**config.mk**
```make
export PLATFORM = sky130hd
export DESIGN_NAME = core_top
export DESIGN_NICKNAME = d
export VERILOG_FILES = /design/src/common/isa_pkg.sv /design/src/common/pipe_pkg.sv /design/src/source/stage_reg.sv /design/src/source/reg_file.sv /design/src/core/decoder.sv /design/src/core/operand_select.sv /design/src/core/execute_stage.sv /design/src/core/pipeline_ctrl.sv /design/src/core/core_top.sv
export VERILOG_INCLUDE_DIRS = /design/src /design/src/common
export SDC_FILE = /design/constraint.sdc
export NUM_CORES = 2
export LEC_CHECK = 0
export BUFFER_PORTS_ARGS = -buffer_cell sky130_fd_sc_hd__buf_2
export CAP_MARGIN = 10
export CORE_ASPECT_RATIO = 0.75
export CORE_MARGIN = 5
export CORE_UTILIZATION = 45
export CTS_CLUSTER_SIZE = 30
export DETAILED_ROUTE_END_ITERATION = 6
export PLACE_DENSITY_LB_ADDON = 0.08
export SYNTH_ARGS = -nofsm -noshare
export SYNTH_HDL_FRONTEND = slang
export SYNTH_SLANG_ARGS = --single-unit
```
**constraint.sdc**
```tcl
create_clock -name clk -period 31.4 [get_ports clk]
set_input_delay 4.71 -clock clk [delete_from_list [all_inputs] [get_ports clk]]
set_output_delay 4.71 -clock clk [all_outputs]
set_load 0.01 [all_outputs]
```
**src/common/core_defs.svh**
```systemverilog
`ifndef CORE_DEFS_SVH
`define CORE_DEFS_SVH

// datapath and register file shape
`define XLEN        32
`define NUM_REGS    32
`define REG_AW      5

// major opcodes of the supported subset
`define OPC_OP      7'b0110011
`define OPC_OPIMM   7'b0010011
`define OPC_BRANCH  7'b1100011
`define OPC_JAL     7'b1101111

`endif

```
**src/common/isa_pkg.sv**
```systemverilog
`include "core_defs.svh"

package isa_pkg;

    typedef enum logic [2:0] {
        alu_add,
        alu_sub,
        alu_and,
        alu_or,
        alu_xor
    } alu_op_t;

    typedef enum logic [1:0] {
        br_none,
        br_beq,
        br_bne,
        br_jal
    } br_kind_t;

    // second ALU operand
    typedef enum logic {
        op2_reg,
        op2_imm
    } op2_src_t;

    typedef enum logic {
        wb_alu,
        wb_pc4
    } wb_src_t;

    typedef struct packed {
        alu_op_t            alu_op;
        br_kind_t           br;
        op2_src_t           op2_src;
        logic               rf_wen;
        wb_src_t            wb_src;
        logic [`REG_AW-1:0] rd;
        logic [`REG_AW-1:0] rs1;
        logic [`REG_AW-1:0] rs2;
        logic               legal;
    } ctrl_t;

endpackage

```
**src/common/pipe_pkg.sv**
```systemverilog
`include "core_defs.svh"

package pipe_pkg;

    import isa_pkg::*;

    typedef logic [`XLEN-1:0] word_t;

    typedef struct packed {
        word_t pc;
        word_t inst;
    } fetch_resp_t;

    typedef struct packed {
        logic  valid;
        word_t target;
    } redirect_t;

    typedef struct packed {
        word_t pc;
        word_t inst;
    } stage_info_t;

    typedef struct packed {
        logic               valid;
        logic               fwdable;
        logic [`REG_AW-1:0] rd;
        word_t              wdata;
    } fw_entry_t;

    typedef struct packed {
        logic  valid;
        word_t pc;
        logic  is_br;
        logic  is_jmp;
        logic  taken;
        word_t target;
    } br_info_t;

    typedef struct packed {
        logic               valid;
        word_t              pc;
        logic               rf_wen;
        logic [`REG_AW-1:0] rd;
        word_t              wdata;
    } commit_t;

    typedef struct packed {
        stage_info_t info;
        ctrl_t       ctrl;
        word_t       imm;
    } ds_payload_t;

    typedef struct packed {
        stage_info_t info;
        ctrl_t       ctrl;
        word_t       imm;
        word_t       op1;
        word_t       op2;
    } exe_payload_t;

    typedef struct packed {
        word_t              pc;
        logic               rf_wen;
        logic [`REG_AW-1:0] rd;
        word_t              wdata;
    } wb_payload_t;

endpackage

```
**src/source/stage_reg.sv**
```systemverilog
`timescale 1ns/1ps

module stage_reg #(
    parameter type payload_t = logic
) (
    input  logic     clk,
    input  logic     reset_i,
    input  logic     load_i,
    input  logic     hold_i,
    input  logic     flush_i,
    input  logic     valid_i,
    input  payload_t data_i,
    output logic     valid_o,
    output logic     is_new_o,
    output payload_t data_o
);

    // flush beats hold, no load means a bubble
    always_ff @(posedge clk) begin
        if (reset_i || flush_i) begin
            valid_o  <= 1'b0;
            is_new_o <= 1'b0;
        end else if (hold_i) begin
            is_new_o <= 1'b0;
        end else begin
            valid_o  <= load_i && valid_i;
            is_new_o <= load_i;
        end
    end

    always_ff @(posedge clk) begin
        if (!hold_i && load_i) begin
            data_o <= data_i;
        end
    end

    a_no_new_after_hold: assert property (@(posedge clk) disable iff (reset_i)
        $past(hold_i) |-> !is_new_o);

endmodule

```
**src/source/reg_file.sv**
```systemverilog
`timescale 1ns/1ps

`include "core_defs.svh"

module reg_file (
    input  logic               clk,
    input  logic               reset_i,
    input  logic [`REG_AW-1:0] rs1_i,
    input  logic [`REG_AW-1:0] rs2_i,
    output logic [`XLEN-1:0]   rs1_data_o,
    output logic [`XLEN-1:0]   rs2_data_o,
    input  logic               we_i,
    input  logic [`REG_AW-1:0] rd_i,
    input  logic [`XLEN-1:0]   wdata_i
);

    logic [`XLEN-1:0] regs [`NUM_REGS];

    assign rs1_data_o = regs[rs1_i];
    assign rs2_data_o = regs[rs2_i];

    // x0 is never written, so it stays at its reset value
    always_ff @(posedge clk) begin
        if (reset_i) begin
            for (int i = 0; i < `NUM_REGS; i++) begin
                regs[i] <= '0;
            end
        end else if (we_i && rd_i != '0) begin
            regs[rd_i] <= wdata_i;
        end
    end

endmodule

```
**src/core/decoder.sv**
```systemverilog
`timescale 1ns/1ps

`include "core_defs.svh"

module decoder
    import isa_pkg::*;
(
    input  logic [`XLEN-1:0] inst_i,
    output ctrl_t            ctrl_o,
    output logic [`XLEN-1:0] imm_o
);

    logic [6:0]       opcode;
    logic [2:0]       funct3;
    logic [6:0]       funct7;
    logic [`XLEN-1:0] imm_i_fmt;
    logic [`XLEN-1:0] imm_b_fmt;
    logic [`XLEN-1:0] imm_j_fmt;

    assign opcode = inst_i[6:0];
    assign funct3 = inst_i[14:12];
    assign funct7 = inst_i[31:25];

    assign imm_i_fmt = {{20{inst_i[31]}}, inst_i[31:20]};
    assign imm_b_fmt = {{19{inst_i[31]}}, inst_i[31], inst_i[7], inst_i[30:25],
                        inst_i[11:8], 1'b0};
    assign imm_j_fmt = {{11{inst_i[31]}}, inst_i[31], inst_i[19:12], inst_i[20],
                        inst_i[30:21], 1'b0};

    always_comb begin
        ctrl_o       = '0;
        ctrl_o.rd    = inst_i[11:7];
        ctrl_o.legal = 1'b1;
        imm_o        = '0;
        case (opcode)
            `OPC_OP: begin
                ctrl_o.rs1    = inst_i[19:15];
                ctrl_o.rs2    = inst_i[24:20];
                ctrl_o.rf_wen = 1'b1;
                case ({funct7, funct3})
                    {7'b0000000, 3'b000}: ctrl_o.alu_op = alu_add;
                    {7'b0100000, 3'b000}: ctrl_o.alu_op = alu_sub;
                    {7'b0000000, 3'b111}: ctrl_o.alu_op = alu_and;
                    {7'b0000000, 3'b110}: ctrl_o.alu_op = alu_or;
                    {7'b0000000, 3'b100}: ctrl_o.alu_op = alu_xor;
                    default:              ctrl_o.legal  = 1'b0;
                endcase
            end
            `OPC_OPIMM: begin
                ctrl_o.rs1     = inst_i[19:15];
                ctrl_o.op2_src = op2_imm;
                ctrl_o.rf_wen  = 1'b1;
                ctrl_o.legal   = funct3 == 3'b000;
                imm_o          = imm_i_fmt;
            end
            `OPC_BRANCH: begin
                ctrl_o.rs1   = inst_i[19:15];
                ctrl_o.rs2   = inst_i[24:20];
                ctrl_o.br    = funct3[0] ? br_bne : br_beq;
                ctrl_o.legal = funct3[2:1] == 2'b00;
                imm_o        = imm_b_fmt;
            end
            `OPC_JAL: begin
                ctrl_o.br     = br_jal;
                ctrl_o.rf_wen = 1'b1;
                ctrl_o.wb_src = wb_pc4;
                imm_o         = imm_j_fmt;
            end
            default: ctrl_o.legal = 1'b0;
        endcase
        // unknown encodings retire as a no-op
        if (!ctrl_o.legal) begin
            ctrl_o = '0;
        end
    end

endmodule

```
**src/core/operand_select.sv**
```systemverilog
`timescale 1ns/1ps

`include "core_defs.svh"

module operand_select
    import isa_pkg::*;
    import pipe_pkg::*;
(
    input  logic      clk,
    input  logic      reset_i,
    input  logic      valid_i,
    input  ctrl_t     ctrl_i,
    input  word_t     imm_i,
    input  word_t     pc_i,
    input  fw_entry_t exe_fw_i,
    input  fw_entry_t wb_fw_i,
    input  word_t     rs1_data_i,
    input  word_t     rs2_data_i,
    output word_t     op1_o,
    output word_t     op2_o,
    output logic      hazard_o
);

    word_t rs1_val;
    word_t rs2_val;

    // newest producer first, x0 always reads the file
    function automatic word_t pick(input logic [`REG_AW-1:0] rs, input word_t rf_data,
                                   input fw_entry_t exe_fw, input fw_entry_t wb_fw);
        if (rs != '0 && exe_fw.valid && exe_fw.rd == rs) begin
            return exe_fw.wdata;
        end else if (rs != '0 && wb_fw.valid && wb_fw.rd == rs) begin
            return wb_fw.wdata;
        end
        return rf_data;
    endfunction

    function automatic logic blocked(input logic [`REG_AW-1:0] rs, input fw_entry_t exe_fw);
        return rs != '0 && exe_fw.valid && !exe_fw.fwdable && exe_fw.rd == rs;
    endfunction

    always_comb begin
        rs1_val = pick(ctrl_i.rs1, rs1_data_i, exe_fw_i, wb_fw_i);
        rs2_val = pick(ctrl_i.rs2, rs2_data_i, exe_fw_i, wb_fw_i);
        // jal link comes out of the adder as pc + 4
        if (ctrl_i.br == br_jal) begin
            op1_o = pc_i;
            op2_o = `XLEN'd4;
        end else begin
            op1_o = rs1_val;
            op2_o = (ctrl_i.op2_src == op2_imm) ? imm_i : rs2_val;
        end
    end

    assign hazard_o = valid_i && (blocked(ctrl_i.rs1, exe_fw_i) || blocked(ctrl_i.rs2, exe_fw_i));

    a_hazard_needs_valid: assert property (@(posedge clk) disable iff (reset_i)
        !valid_i |-> !hazard_o);

endmodule

```
**src/core/execute_stage.sv**
```systemverilog
`timescale 1ns/1ps

module execute_stage
    import isa_pkg::*;
    import pipe_pkg::*;
(
    input  logic      valid_i,
    input  word_t     pc_i,
    input  ctrl_t     ctrl_i,
    input  word_t     imm_i,
    input  word_t     op1_i,
    input  word_t     op2_i,
    output word_t     result_o,
    output logic      taken_o,
    output word_t     target_o,
    output fw_entry_t fw_o
);

    logic equal;

    always_comb begin
        case (ctrl_i.alu_op)
            alu_sub: result_o = op1_i - op2_i;
            alu_and: result_o = op1_i & op2_i;
            alu_or:  result_o = op1_i | op2_i;
            alu_xor: result_o = op1_i ^ op2_i;
            default: result_o = op1_i + op2_i;
        endcase
    end

    // branch condition
    assign equal = op1_i == op2_i;

    always_comb begin
        case (ctrl_i.br)
            br_beq:  taken_o = equal;
            br_bne:  taken_o = !equal;
            br_jal:  taken_o = 1'b1;
            default: taken_o = 1'b0;
        endcase
    end

    assign target_o = pc_i + imm_i;

    // only the jal link is ready early enough to forward from here
    assign fw_o = '{valid:   valid_i && ctrl_i.rf_wen,
                    fwdable: ctrl_i.wb_src == wb_pc4,
                    rd:      ctrl_i.rd,
                    wdata:   result_o};

endmodule

```
**src/core/pipeline_ctrl.sv**
```systemverilog
`timescale 1ns/1ps

`include "core_defs.svh"

module pipeline_ctrl
    import isa_pkg::*;
    import pipe_pkg::*;
(
    input  logic      clk,
    input  logic      reset_i,
    input  logic      id_valid_i,
    input  logic      ds_valid_i,
    input  logic      ds_hazard_i,
    input  logic      exe_valid_i,
    input  logic      exe_is_new_i,
    input  word_t     id_pc_i,
    input  word_t     ds_pc_i,
    input  word_t     exe_pc_i,
    input  ctrl_t     exe_ctrl_i,
    input  logic      taken_i,
    input  word_t     target_i,
    output logic      fetch_ready_o,
    output logic      id_hold_o,
    output logic      id_flush_o,
    output logic      ds_hold_o,
    output logic      ds_flush_o,
    output logic      exe_hold_o,
    output logic      exe_bubble_o,
    output redirect_t redirect_o,
    output br_info_t  br_info_o
);

    logic  checked_q;
    logic  unchecked;
    logic  has_succ;
    word_t succ_pc;
    word_t next_pc;
    logic  mispredict;
    logic  ds_stall;

    ////////////////////////////////////////////////////////////////////////////
    // branch check against the next fetched instruction

    assign unchecked  = exe_valid_i && (exe_is_new_i || !checked_q);
    assign has_succ   = id_valid_i || ds_valid_i;
    assign succ_pc    = ds_valid_i ? ds_pc_i : id_pc_i;
    assign next_pc    = taken_i ? target_i : exe_pc_i + `XLEN'd4;
    assign mispredict = unchecked && has_succ && succ_pc != next_pc;

    // a checked instruction must not redirect a second time
    always_ff @(posedge clk) begin
        if (reset_i) begin
            checked_q <= 1'b0;
        end else if (mispredict) begin
            checked_q <= 1'b1;
        end else if (!exe_hold_o) begin
            checked_q <= 1'b0;
        end
    end

    ////////////////////////////////////////////////////////////////////////////
    // stall and flush chain

    // wait for a successor, or keep wrong-path DS out of EXE
    assign exe_hold_o    = (unchecked && !has_succ) || mispredict;
    assign exe_bubble_o  = ds_hazard_i;
    assign ds_stall      = ds_hazard_i || (ds_valid_i && exe_hold_o);
    assign ds_hold_o     = ds_stall;
    assign ds_flush_o    = mispredict;
    assign id_hold_o     = id_valid_i && ds_stall;
    assign id_flush_o    = mispredict || redirect_o.valid;
    assign fetch_ready_o = !id_hold_o;

    ////////////////////////////////////////////////////////////////////////////
    // registered redirect and predictor feedback

    always_ff @(posedge clk) begin
        if (reset_i) begin
            redirect_o.valid <= 1'b0;
            br_info_o.valid  <= 1'b0;
        end else begin
            redirect_o.valid <= mispredict;
            br_info_o.valid  <= exe_valid_i && exe_is_new_i && exe_ctrl_i.br != br_none;
        end
        redirect_o.target <= next_pc;
        br_info_o.pc      <= exe_pc_i;
        br_info_o.is_br   <= exe_ctrl_i.br == br_beq || exe_ctrl_i.br == br_bne;
        br_info_o.is_jmp  <= exe_ctrl_i.br == br_jal;
        br_info_o.taken   <= taken_i;
        br_info_o.target  <= target_i;
    end

    a_single_redirect: assert property (@(posedge clk) disable iff (reset_i)
        redirect_o.valid |=> !redirect_o.valid);

endmodule

```
**src/core/core_top.sv**
```systemverilog
`timescale 1ns/1ps

module core_top
    import isa_pkg::*;
    import pipe_pkg::*;
(
    input  logic        clk,
    input  logic        reset_i,
    input  logic        fetch_valid_i,
    input  fetch_resp_t fetch_resp_i,
    output logic        fetch_ready_o,
    output redirect_t   redirect_o,
    output br_info_t    br_info_o,
    output commit_t     commit_o
);

    // ID
    stage_info_t  fetch_info;
    stage_info_t  id_q;
    logic         id_valid;
    logic         id_hold;
    logic         id_flush;
    ctrl_t        id_ctrl;
    word_t        id_imm;
    // DS
    ds_payload_t  ds_in;
    ds_payload_t  ds_q;
    logic         ds_valid;
    logic         ds_hold;
    logic         ds_flush;
    logic         ds_hazard;
    word_t        ds_op1;
    word_t        ds_op2;
    word_t        rs1_data;
    word_t        rs2_data;
    // EXE
    exe_payload_t exe_in;
    exe_payload_t exe_q;
    logic         exe_valid;
    logic         exe_is_new;
    logic         exe_hold;
    logic         exe_bubble;
    word_t        exe_result;
    logic         exe_taken;
    word_t        exe_target;
    fw_entry_t    exe_fw;
    // WB
    wb_payload_t  wb_in;
    wb_payload_t  wb_q;
    logic         wb_valid;
    fw_entry_t    wb_fw;

    assign fetch_info = '{pc: fetch_resp_i.pc, inst: fetch_resp_i.inst};
    assign ds_in      = '{info: id_q, ctrl: id_ctrl, imm: id_imm};
    assign exe_in     = '{info: ds_q.info, ctrl: ds_q.ctrl, imm: ds_q.imm, op1: ds_op1, op2: ds_op2};
    assign wb_in      = '{pc: exe_q.info.pc, rf_wen: exe_q.ctrl.rf_wen, rd: exe_q.ctrl.rd,
                          wdata: exe_result};
    assign wb_fw      = '{valid: wb_valid && wb_q.rf_wen, fwdable: 1'b1, rd: wb_q.rd,
                          wdata: wb_q.wdata};
    assign commit_o   = '{valid: wb_valid, pc: wb_q.pc, rf_wen: wb_q.rf_wen, rd: wb_q.rd,
                          wdata: wb_q.wdata};

    stage_reg #(.payload_t(stage_info_t)) u_id_reg (
        .clk(clk), .reset_i(reset_i),
        .load_i(1'b1), .hold_i(id_hold), .flush_i(id_flush),
        .valid_i(fetch_valid_i), .data_i(fetch_info),
        .valid_o(id_valid), .is_new_o(), .data_o(id_q)
    );

    decoder u_decoder (
        .inst_i(id_q.inst), .ctrl_o(id_ctrl), .imm_o(id_imm)
    );

    stage_reg #(.payload_t(ds_payload_t)) u_ds_reg (
        .clk(clk), .reset_i(reset_i),
        .load_i(1'b1), .hold_i(ds_hold), .flush_i(ds_flush),
        .valid_i(id_valid), .data_i(ds_in),
        .valid_o(ds_valid), .is_new_o(), .data_o(ds_q)
    );

    operand_select u_operand_select (
        .clk(clk), .reset_i(reset_i),
        .valid_i(ds_valid), .ctrl_i(ds_q.ctrl), .imm_i(ds_q.imm), .pc_i(ds_q.info.pc),
        .exe_fw_i(exe_fw), .wb_fw_i(wb_fw),
        .rs1_data_i(rs1_data), .rs2_data_i(rs2_data),
        .op1_o(ds_op1), .op2_o(ds_op2), .hazard_o(ds_hazard)
    );

    stage_reg #(.payload_t(exe_payload_t)) u_exe_reg (
        .clk(clk), .reset_i(reset_i),
        .load_i(!exe_bubble), .hold_i(exe_hold), .flush_i(1'b0),
        .valid_i(ds_valid), .data_i(exe_in),
        .valid_o(exe_valid), .is_new_o(exe_is_new), .data_o(exe_q)
    );

    execute_stage u_execute (
        .valid_i(exe_valid), .pc_i(exe_q.info.pc), .ctrl_i(exe_q.ctrl), .imm_i(exe_q.imm),
        .op1_i(exe_q.op1), .op2_i(exe_q.op2),
        .result_o(exe_result), .taken_o(exe_taken), .target_o(exe_target), .fw_o(exe_fw)
    );

    pipeline_ctrl u_ctrl (
        .clk(clk), .reset_i(reset_i),
        .id_valid_i(id_valid), .ds_valid_i(ds_valid), .ds_hazard_i(ds_hazard),
        .exe_valid_i(exe_valid), .exe_is_new_i(exe_is_new),
        .id_pc_i(id_q.pc), .ds_pc_i(ds_q.info.pc), .exe_pc_i(exe_q.info.pc),
        .exe_ctrl_i(exe_q.ctrl), .taken_i(exe_taken), .target_i(exe_target),
        .fetch_ready_o(fetch_ready_o),
        .id_hold_o(id_hold), .id_flush_o(id_flush),
        .ds_hold_o(ds_hold), .ds_flush_o(ds_flush),
        .exe_hold_o(exe_hold), .exe_bubble_o(exe_bubble),
        .redirect_o(redirect_o), .br_info_o(br_info_o)
    );

    // WB never stalls, a held EXE sends it a bubble
    stage_reg #(.payload_t(wb_payload_t)) u_wb_reg (
        .clk(clk), .reset_i(reset_i),
        .load_i(!exe_hold), .hold_i(1'b0), .flush_i(1'b0),
        .valid_i(exe_valid), .data_i(wb_in),
        .valid_o(wb_valid), .is_new_o(), .data_o(wb_q)
    );

    reg_file u_reg_file (
        .clk(clk), .reset_i(reset_i),
        .rs1_i(ds_q.ctrl.rs1), .rs2_i(ds_q.ctrl.rs2),
        .rs1_data_o(rs1_data), .rs2_data_o(rs2_data),
        .we_i(wb_valid && wb_q.rf_wen), .rd_i(wb_q.rd), .wdata_i(wb_q.wdata)
    );

endmodule

```
Word-level counts from Yosys, hierarchy flattened
Memory sizes are Yosys's and may differ from the RTL's. A register that Yosys moved wholly into a read port is not among the register bits.
Index checks and enable logic that the tools add are counted.

storage, ports and cells
  register bits = 468
  bits in writable memories = 1024
  input port bits = 67
  output and inout port bits = 173
  memories = 1

memories
  memory           words  width  read ports  clocked after memory_dff  wr ports  RTL line        RTL
  u_reg_file.regs  32     32     2           2                         32        reg_file.sv:17  logic [`XLEN-1:0] regs [`NUM_REGS];

operators by class
  add/sub/neg operators = 4
  eq/ne operators = 23
  mux-type cells = 39
  bitwise logic cells = 3
  reduce and logical (&&, ||, !) cells = 59

operator list
  operator                                                                 count
  32-bit two-way mux                                                       11
  32-bit one-hot mux with 4 select lines                                   1
  32-bit one-hot mux with 3 select lines                                   1
  32-bit adder                                                             2
  32-bit by 3-bit adder with 32-bit output (second input constant)         1
  32-bit AND                                                               1
  32-bit equality test                                                     1
  32-bit != test                                                           1
  32-bit bitwise OR                                                        1
  32-bit OR reduction                                                      1
  32-bit subtractor                                                        1
  32-bit bitwise XOR                                                       1
  10-bit by 3-bit equality test with 1-bit output (second input constant)  3
  1-bit logical AND                                                        27
  5-bit two-way mux                                                        5
  5-bit equality test                                                      4
  1-bit two-way mux                                                        16
  5-bit nonzero test                                                       3
  7-bit equality test (second input constant)                              2
  3-bit one-hot mux with 4 select lines                                    1
  10-bit by 9-bit equality test with 1-bit output (second input constant)  1
  10-bit logical NOT                                                       1
  1-bit logical OR                                                         9
  7-bit by 5-bit equality test with 1-bit output (second input constant)   1
  19 further kinds                                                         32

Depth between registers and ports, before layout
  depth after elaboration = 11
  depth in mapped cells = 19

Hierarchy
A second synthesis with hierarchy kept.

unflattened totals
  cells, all modules = 7152
  area total of the unflattened synthesis = 84472.3 µm²

modules (own cells, without submodules)
  module                  times used  cells an instance  area each (µm²)  sequential area each (µm²)
  reg_file                1           4605               55899.9          30749.5
  execute_stage           1           1112               7194.4           0.0
  stage_reg at u_exe_reg  1           191                5600.4           5565.3
  pipeline_ctrl           1           491                4727.0           2042.0
  stage_reg at u_ds_reg   1           127                3678.5           3643.5
  operand_select          1           371                2444.8           0.0
  stage_reg at u_wb_reg   1           77                 2177.1           2142.1
  stage_reg at u_id_reg   1           71                 1996.9           1961.9
  decoder                 1           101                724.4            0.0
  core_top                1           6                  28.8             0.0

Least setup slack after synthesis
No wires, ideal clock.

  path type = register to register
  start = reg u_exe_reg.data_o[152] (netlist name)
  end = reg u_exe_reg.data_o[0] (netlist name) (enable)
  arrival = 10156 ps
  data required time = 30740 ps
  setup slack = 20584 ps
  stages on the path, launching flop included = 15
  buffers on the path = 0
  cell sequence = edfxtp_1 ha_1 fa_1 a211o_1 a211o_1 a31o_1 a311o_1 mux2i_1 a41oi_1 a2111oi_0 o2111ai_1 or4_4 nor4b_4 a21oi_2 a21oi_1

between the ends
  word-level cells in the longest chain between the ends = 7
  elaborated cells on any way between the ends = 8

RTL lines
  what                                                                             RTL line                                  RTL
  from (decl)                                                                      stage_reg.sv:15                           output payload_t data_o
  from (signal assigned)                                                           stage_reg.sv:33                           data_o <= data_i;
  32-bit by 3-bit adder with 32-bit output / 32-bit adder (equally long branches)  pipeline_ctrl.sv:47, execute_stage.sv:43
  32-bit two-way mux (*)                                                           pipeline_ctrl.sv:47                       assign next_pc = taken_i ? target_i : exe_pc_i + `XLEN'd4;
  32-bit != test (*)                                                               pipeline_ctrl.sv:48                       assign mispredict = unchecked && has_succ && succ_pc != next_pc;
  1-bit logical AND (*)                                                            pipeline_ctrl.sv:48
  1-bit logical OR (*)                                                             pipeline_ctrl.sv:65                       assign exe_hold_o = (unchecked && !has_succ) || mispredict;
  1-bit logical NOT (*)                                                            -
  1-bit logical AND (*)                                                            stage_reg.sv:32                           if (!hold_i && load_i) begin

Mark *: on every way between the ends. The rest lies on a longest branch, timed or not.
A chain may end at the register's enable or synchronous reset.

Worst setup path in the final report
  start = reg u_exe_reg.data_o[27] (netlist name)
  end = out fetch_ready_o

between the ends
  word-level cells in the longest chain between the ends = 11

RTL lines
  what                                       RTL line             RTL
  32-bit equality test (*)                   execute_stage.sv:32  assign equal = op1_i == op2_i;
  1-bit logical NOT                          execute_stage.sv:37  br_bne: taken_o = !equal;
  1-bit one-hot mux with 3 select lines (*)  execute_stage.sv:35  case (ctrl_i.br)
  32-bit two-way mux (*)                     pipeline_ctrl.sv:47
  32-bit != test (*)                         pipeline_ctrl.sv:48
  1-bit logical AND (*)                      pipeline_ctrl.sv:48
  1-bit logical OR (*)                       pipeline_ctrl.sv:65
  1-bit logical AND (*)                      pipeline_ctrl.sv:67  assign ds_stall = ds_hazard_i || (ds_valid_i && exe_hold_o);
  1-bit logical OR (*)                       pipeline_ctrl.sv:67
  1-bit logical AND (*)                      pipeline_ctrl.sv:70  assign id_hold_o = id_valid_i && ds_stall;
  1-bit logical NOT (*)                      pipeline_ctrl.sv:72  assign fetch_ready_o = !id_hold_o;
  to (decl)                                  core_top.sv:11       output logic fetch_ready_o,

Marked as above.

==> reports/results.tsv <==
metric	value	unit
num-nets-final	5892	
crit_path_cell_trace	inv_1 > ha_1 > nor4_2 > and4_1 > nand4_1 > and2_2 > buf_4 > inv_2 > o21ai_1 > o2bb2ai_1 > a2111oi_0 > buf_4 > nand4_1 > or4_4 > nor4b_4 > nor2_1 > o211ai_1 > buf_2	
yosys.area_share.adder	0.0213	
drc	0	
cts-root-buf	clkbuf_16	
reg2reg_slack	23.08	ns
dp_hpwl	185000	um
fin_ws	19.60	ns
period_minus_slack	11.80	ns
cp.depth	18	
grt_use_total	0.314	
antenna_found_initial	40	
powerDensity	56.4	nW/um2
crit_required	26.69	ns
synth_seq_cells	1480	
synthesis.area	78700	um2
clkSlewWorstSetupHoldPaths	0.06	ns
swShare	0.286	
path_delay_family	simple AND/OR/NAND/NOR gates	
synthXorXnorAreaFrac	0.0115	
hold_viol	0	
fin_crit_sh	0.376	
pwr-share-clk	0.377	
die_height	372	um
synth_area_leaders	edfxtp_1 (52%), mux4_2 (18%), and2_1 (8.1%)	
maxSlewHeadroom	0.141	
stdcell_count	8101	
syn2layout_area_growth	11.5	%
synth_cells	5564	
synth_top_area_cell	edfxtp_1	
reg2reg_from	u_exe_reg.data_o[27]	
total_power	0.00495	W
cts_setup_buffers	0	
drive_gt1_frac	0.245	
synthArstFlopShare	0	
cts_inserted_buffers	156	
synth-edff-count	1363	
routed_wl	291000	um
placed_area	82700	um2
crit_type	reg2out	
synth_top_area_frac	0.520	
die-area	183000	um2
p_switching	0.00142	W
dp_worst_setup_slack	20.67	ns
setup_viol	0	
yosys.area_share.simple	0.125	
cp-end-kind	primary output	
sequentialPowerShare	0.474	
grt_max_degree	93	
synth_ff_type	edfxtp_1	
overflow	0	
synth_top_family_by_area	multiplexers	
ant_nets	0	
hold_class	reg2reg	
critPathSlowestCell	nor4_2	
drtIter0Drc	8271	
ctsHoldBuffers	0	
path_buf_inv	5	
p_int	0.00353	W
maxCapViolCount	0	
htree_levels	4	
setup_tns	0	ns
synth.top_cells.by_count	edfxtp_1 (1363), and2_1 (1020), mux4_2 (640), clkbuf_1 (371), nor2_1 (254)	
design_area	87700	um2
gp_congestion	0.943	
syn_avg_cell_area	14.1	um2
critPathCapture	fetch_ready_o	
muxShareOfSynthArea	0.200	
firstDrtPassIters	5	
core_area	173000	um2
start_util	0.454	
clock_insertion_delay_worst_skew	0.80	ns
numClockSinks	1480	
synth_compound_area_frac	0.0625	
leakage	31.3	nW
synth_warnings	0	
fmax	84.7	MHz
clock_skew	0.0268	ns
startpoint	u_exe_reg.data_o[27]	
grt_pass1_wl	404000	um
portBuffers	239	
yosysMostFrequentCell	edfxtp_1	
rsz0062_at_grt	false	
cts_resized	0	
slowest_delay	0.82	ns
combPwrFrac	0.149	
crit_fanout	50	
num_vias	52577	
yosysUniqueCellTypes	103	
pin_count	240	
avgRoutedWirePerCell	35.9	um
dp_cells	7813	
worstPathArrival	7.09	ns
status	completed	
cts_tree	built	
seq_area_frac_synth	0.550	
ff2ff_path_depth	19	
worst_pin_slew	1.28	ns
timing.rr.end	u_exe_reg.data_o[174]	
rows	132	
grt_pass1_vias	50703	
slew_violations	0	
die_width	493	um
cp-start-kind	flop	
clk_path_buf_depth	3	
vias_per_cell	6.49	
peakVddDrop	0.0456	mV
final cells by class:
cell class / instances / area, um2
diodes: 2 / 5.00
clock buffers: 207 / 4250
clock inverters: 79 / 748
fillers: 14602 / 85500
inverters: 149 / 563
multi-input cells: 3494 / 33500
flip-flops and latches: 1480 / 43300
well taps: 2278 / 2850
repair buffers: 412 / 2530
kinds of logic after synthesis:
kind of cell / after synthesis
AND/OR/NAND/NOR: 1719
flip-flops: 1480
multiplexers: 765
AO/OA/AOI/OAI: 745
buffers and inverters: 621
adder cells (fa/ha/maj): 132
XOR/XNOR: 101
other: 1
cells in the final DEF (no fill, tap or decap), types with 45 or more instances in the layout:
| cell type | Yosys | routed |
|---|---|---|
| clkbuf_16 | 0 | 161 |
| o21ai_0 | 127 | 125 |
| mux2i_1 | 98 | 98 |
| xnor2_1 | 53 | 52 |
| buf_4 | 3 | 171 |
| or2_2 | 45 | 45 |
| a211oi_1 | 58 | 57 |
| buf_2 | 13 | 238 |
| nand2_1 | 144 | 144 |
| dfxtp_1 | 117 | 106 |
| edfxtp_1 | 1363 | 1363 |
| mux4_2 | 640 | 640 |
| ha_1 | 129 | 129 |
| a21oi_1 | 222 | 221 |
| nor3_1 | 46 | 45 |
| nor2_1 | 254 | 223 |
| inv_1 | 148 | 146 |
| and2_1 | 1020 | 1017 |
| xor2_1 | 46 | 45 |
power groups by stage:
| stage | clock (W) | combinational, W | sequential, W |
|---|---|---|---|
| after global routing | 0.00197 | 0.000781 | 0.00236 |
| after CTS | 0.00189 | 0.000726 | 0.00234 |
| after global placement | 0 | 0.000724 | 0.00238 |
| after floorplan | 0 | 0.000392 | 0.00238 |
| final | 0.00186 | 0.000738 | 0.00234 |
| after detailed placement | 0 | 0.000723 | 0.00239 |
state kept, by name, indices dropped and copies added (netlist names), named ones only:
signal,count
u_exe_reg.is_new_o,1
u_id_reg.valid_o,1
u_ds_reg.valid_o,1
u_exe_reg.data_o,129
u_wb_reg.valid_o,1
u_wb_reg.data_o,70
u_id_reg.data_o,64
u_ctrl.checked_q,1
u_ctrl.br_info_o,68
u_reg_file.regs,1024
u_ds_reg.data_o,76
u_ctrl.redirect_o,33
u_exe_reg.valid_o,1
metal layers:
layer	up-vias	wire [um]	track usage	part of all wire
met5	-	0	0	0
met1	27306	125000	0.484	0.43
met3	451	34600	0.0801	0.12
met2	3268	122000	0.440	0.42
li1	21552	-	-	-
met4	0	9160	0.0901	0.031
metrics by stage:
step | util | hold WS, ns
finish | 0.506 | 0.418
global route | 0.506 | 0.438
CTS | 0.506 | 0.422
detailed placement | 0.477 | 0.405
global placement | 0.477 | 0.403
floorplan | - | 0.391
worst min-delay path by stage:
stage,endpoint,cells after the start,start,slack [ns]
2_1_floorplan,u_ctrl.br_info_o[64],0,u_exe_reg.data_o[181],0.39
3_3_place_gp,u_exe_reg.data_o[108],0,u_ds_reg.data_o[44],0.40
3_5_place_dp,u_exe_reg.data_o[108],0,u_ds_reg.data_o[44],0.41
4_1_cts,u_exe_reg.data_o[113],0,u_ds_reg.data_o[49],0.42
5_1_grt,u_exe_reg.data_o[113],0,u_ds_reg.data_o[49],0.44
6_report,u_exe_reg.data_o[109],0,u_ds_reg.data_o[45],0.42
(Power assumes the default switching activity.)
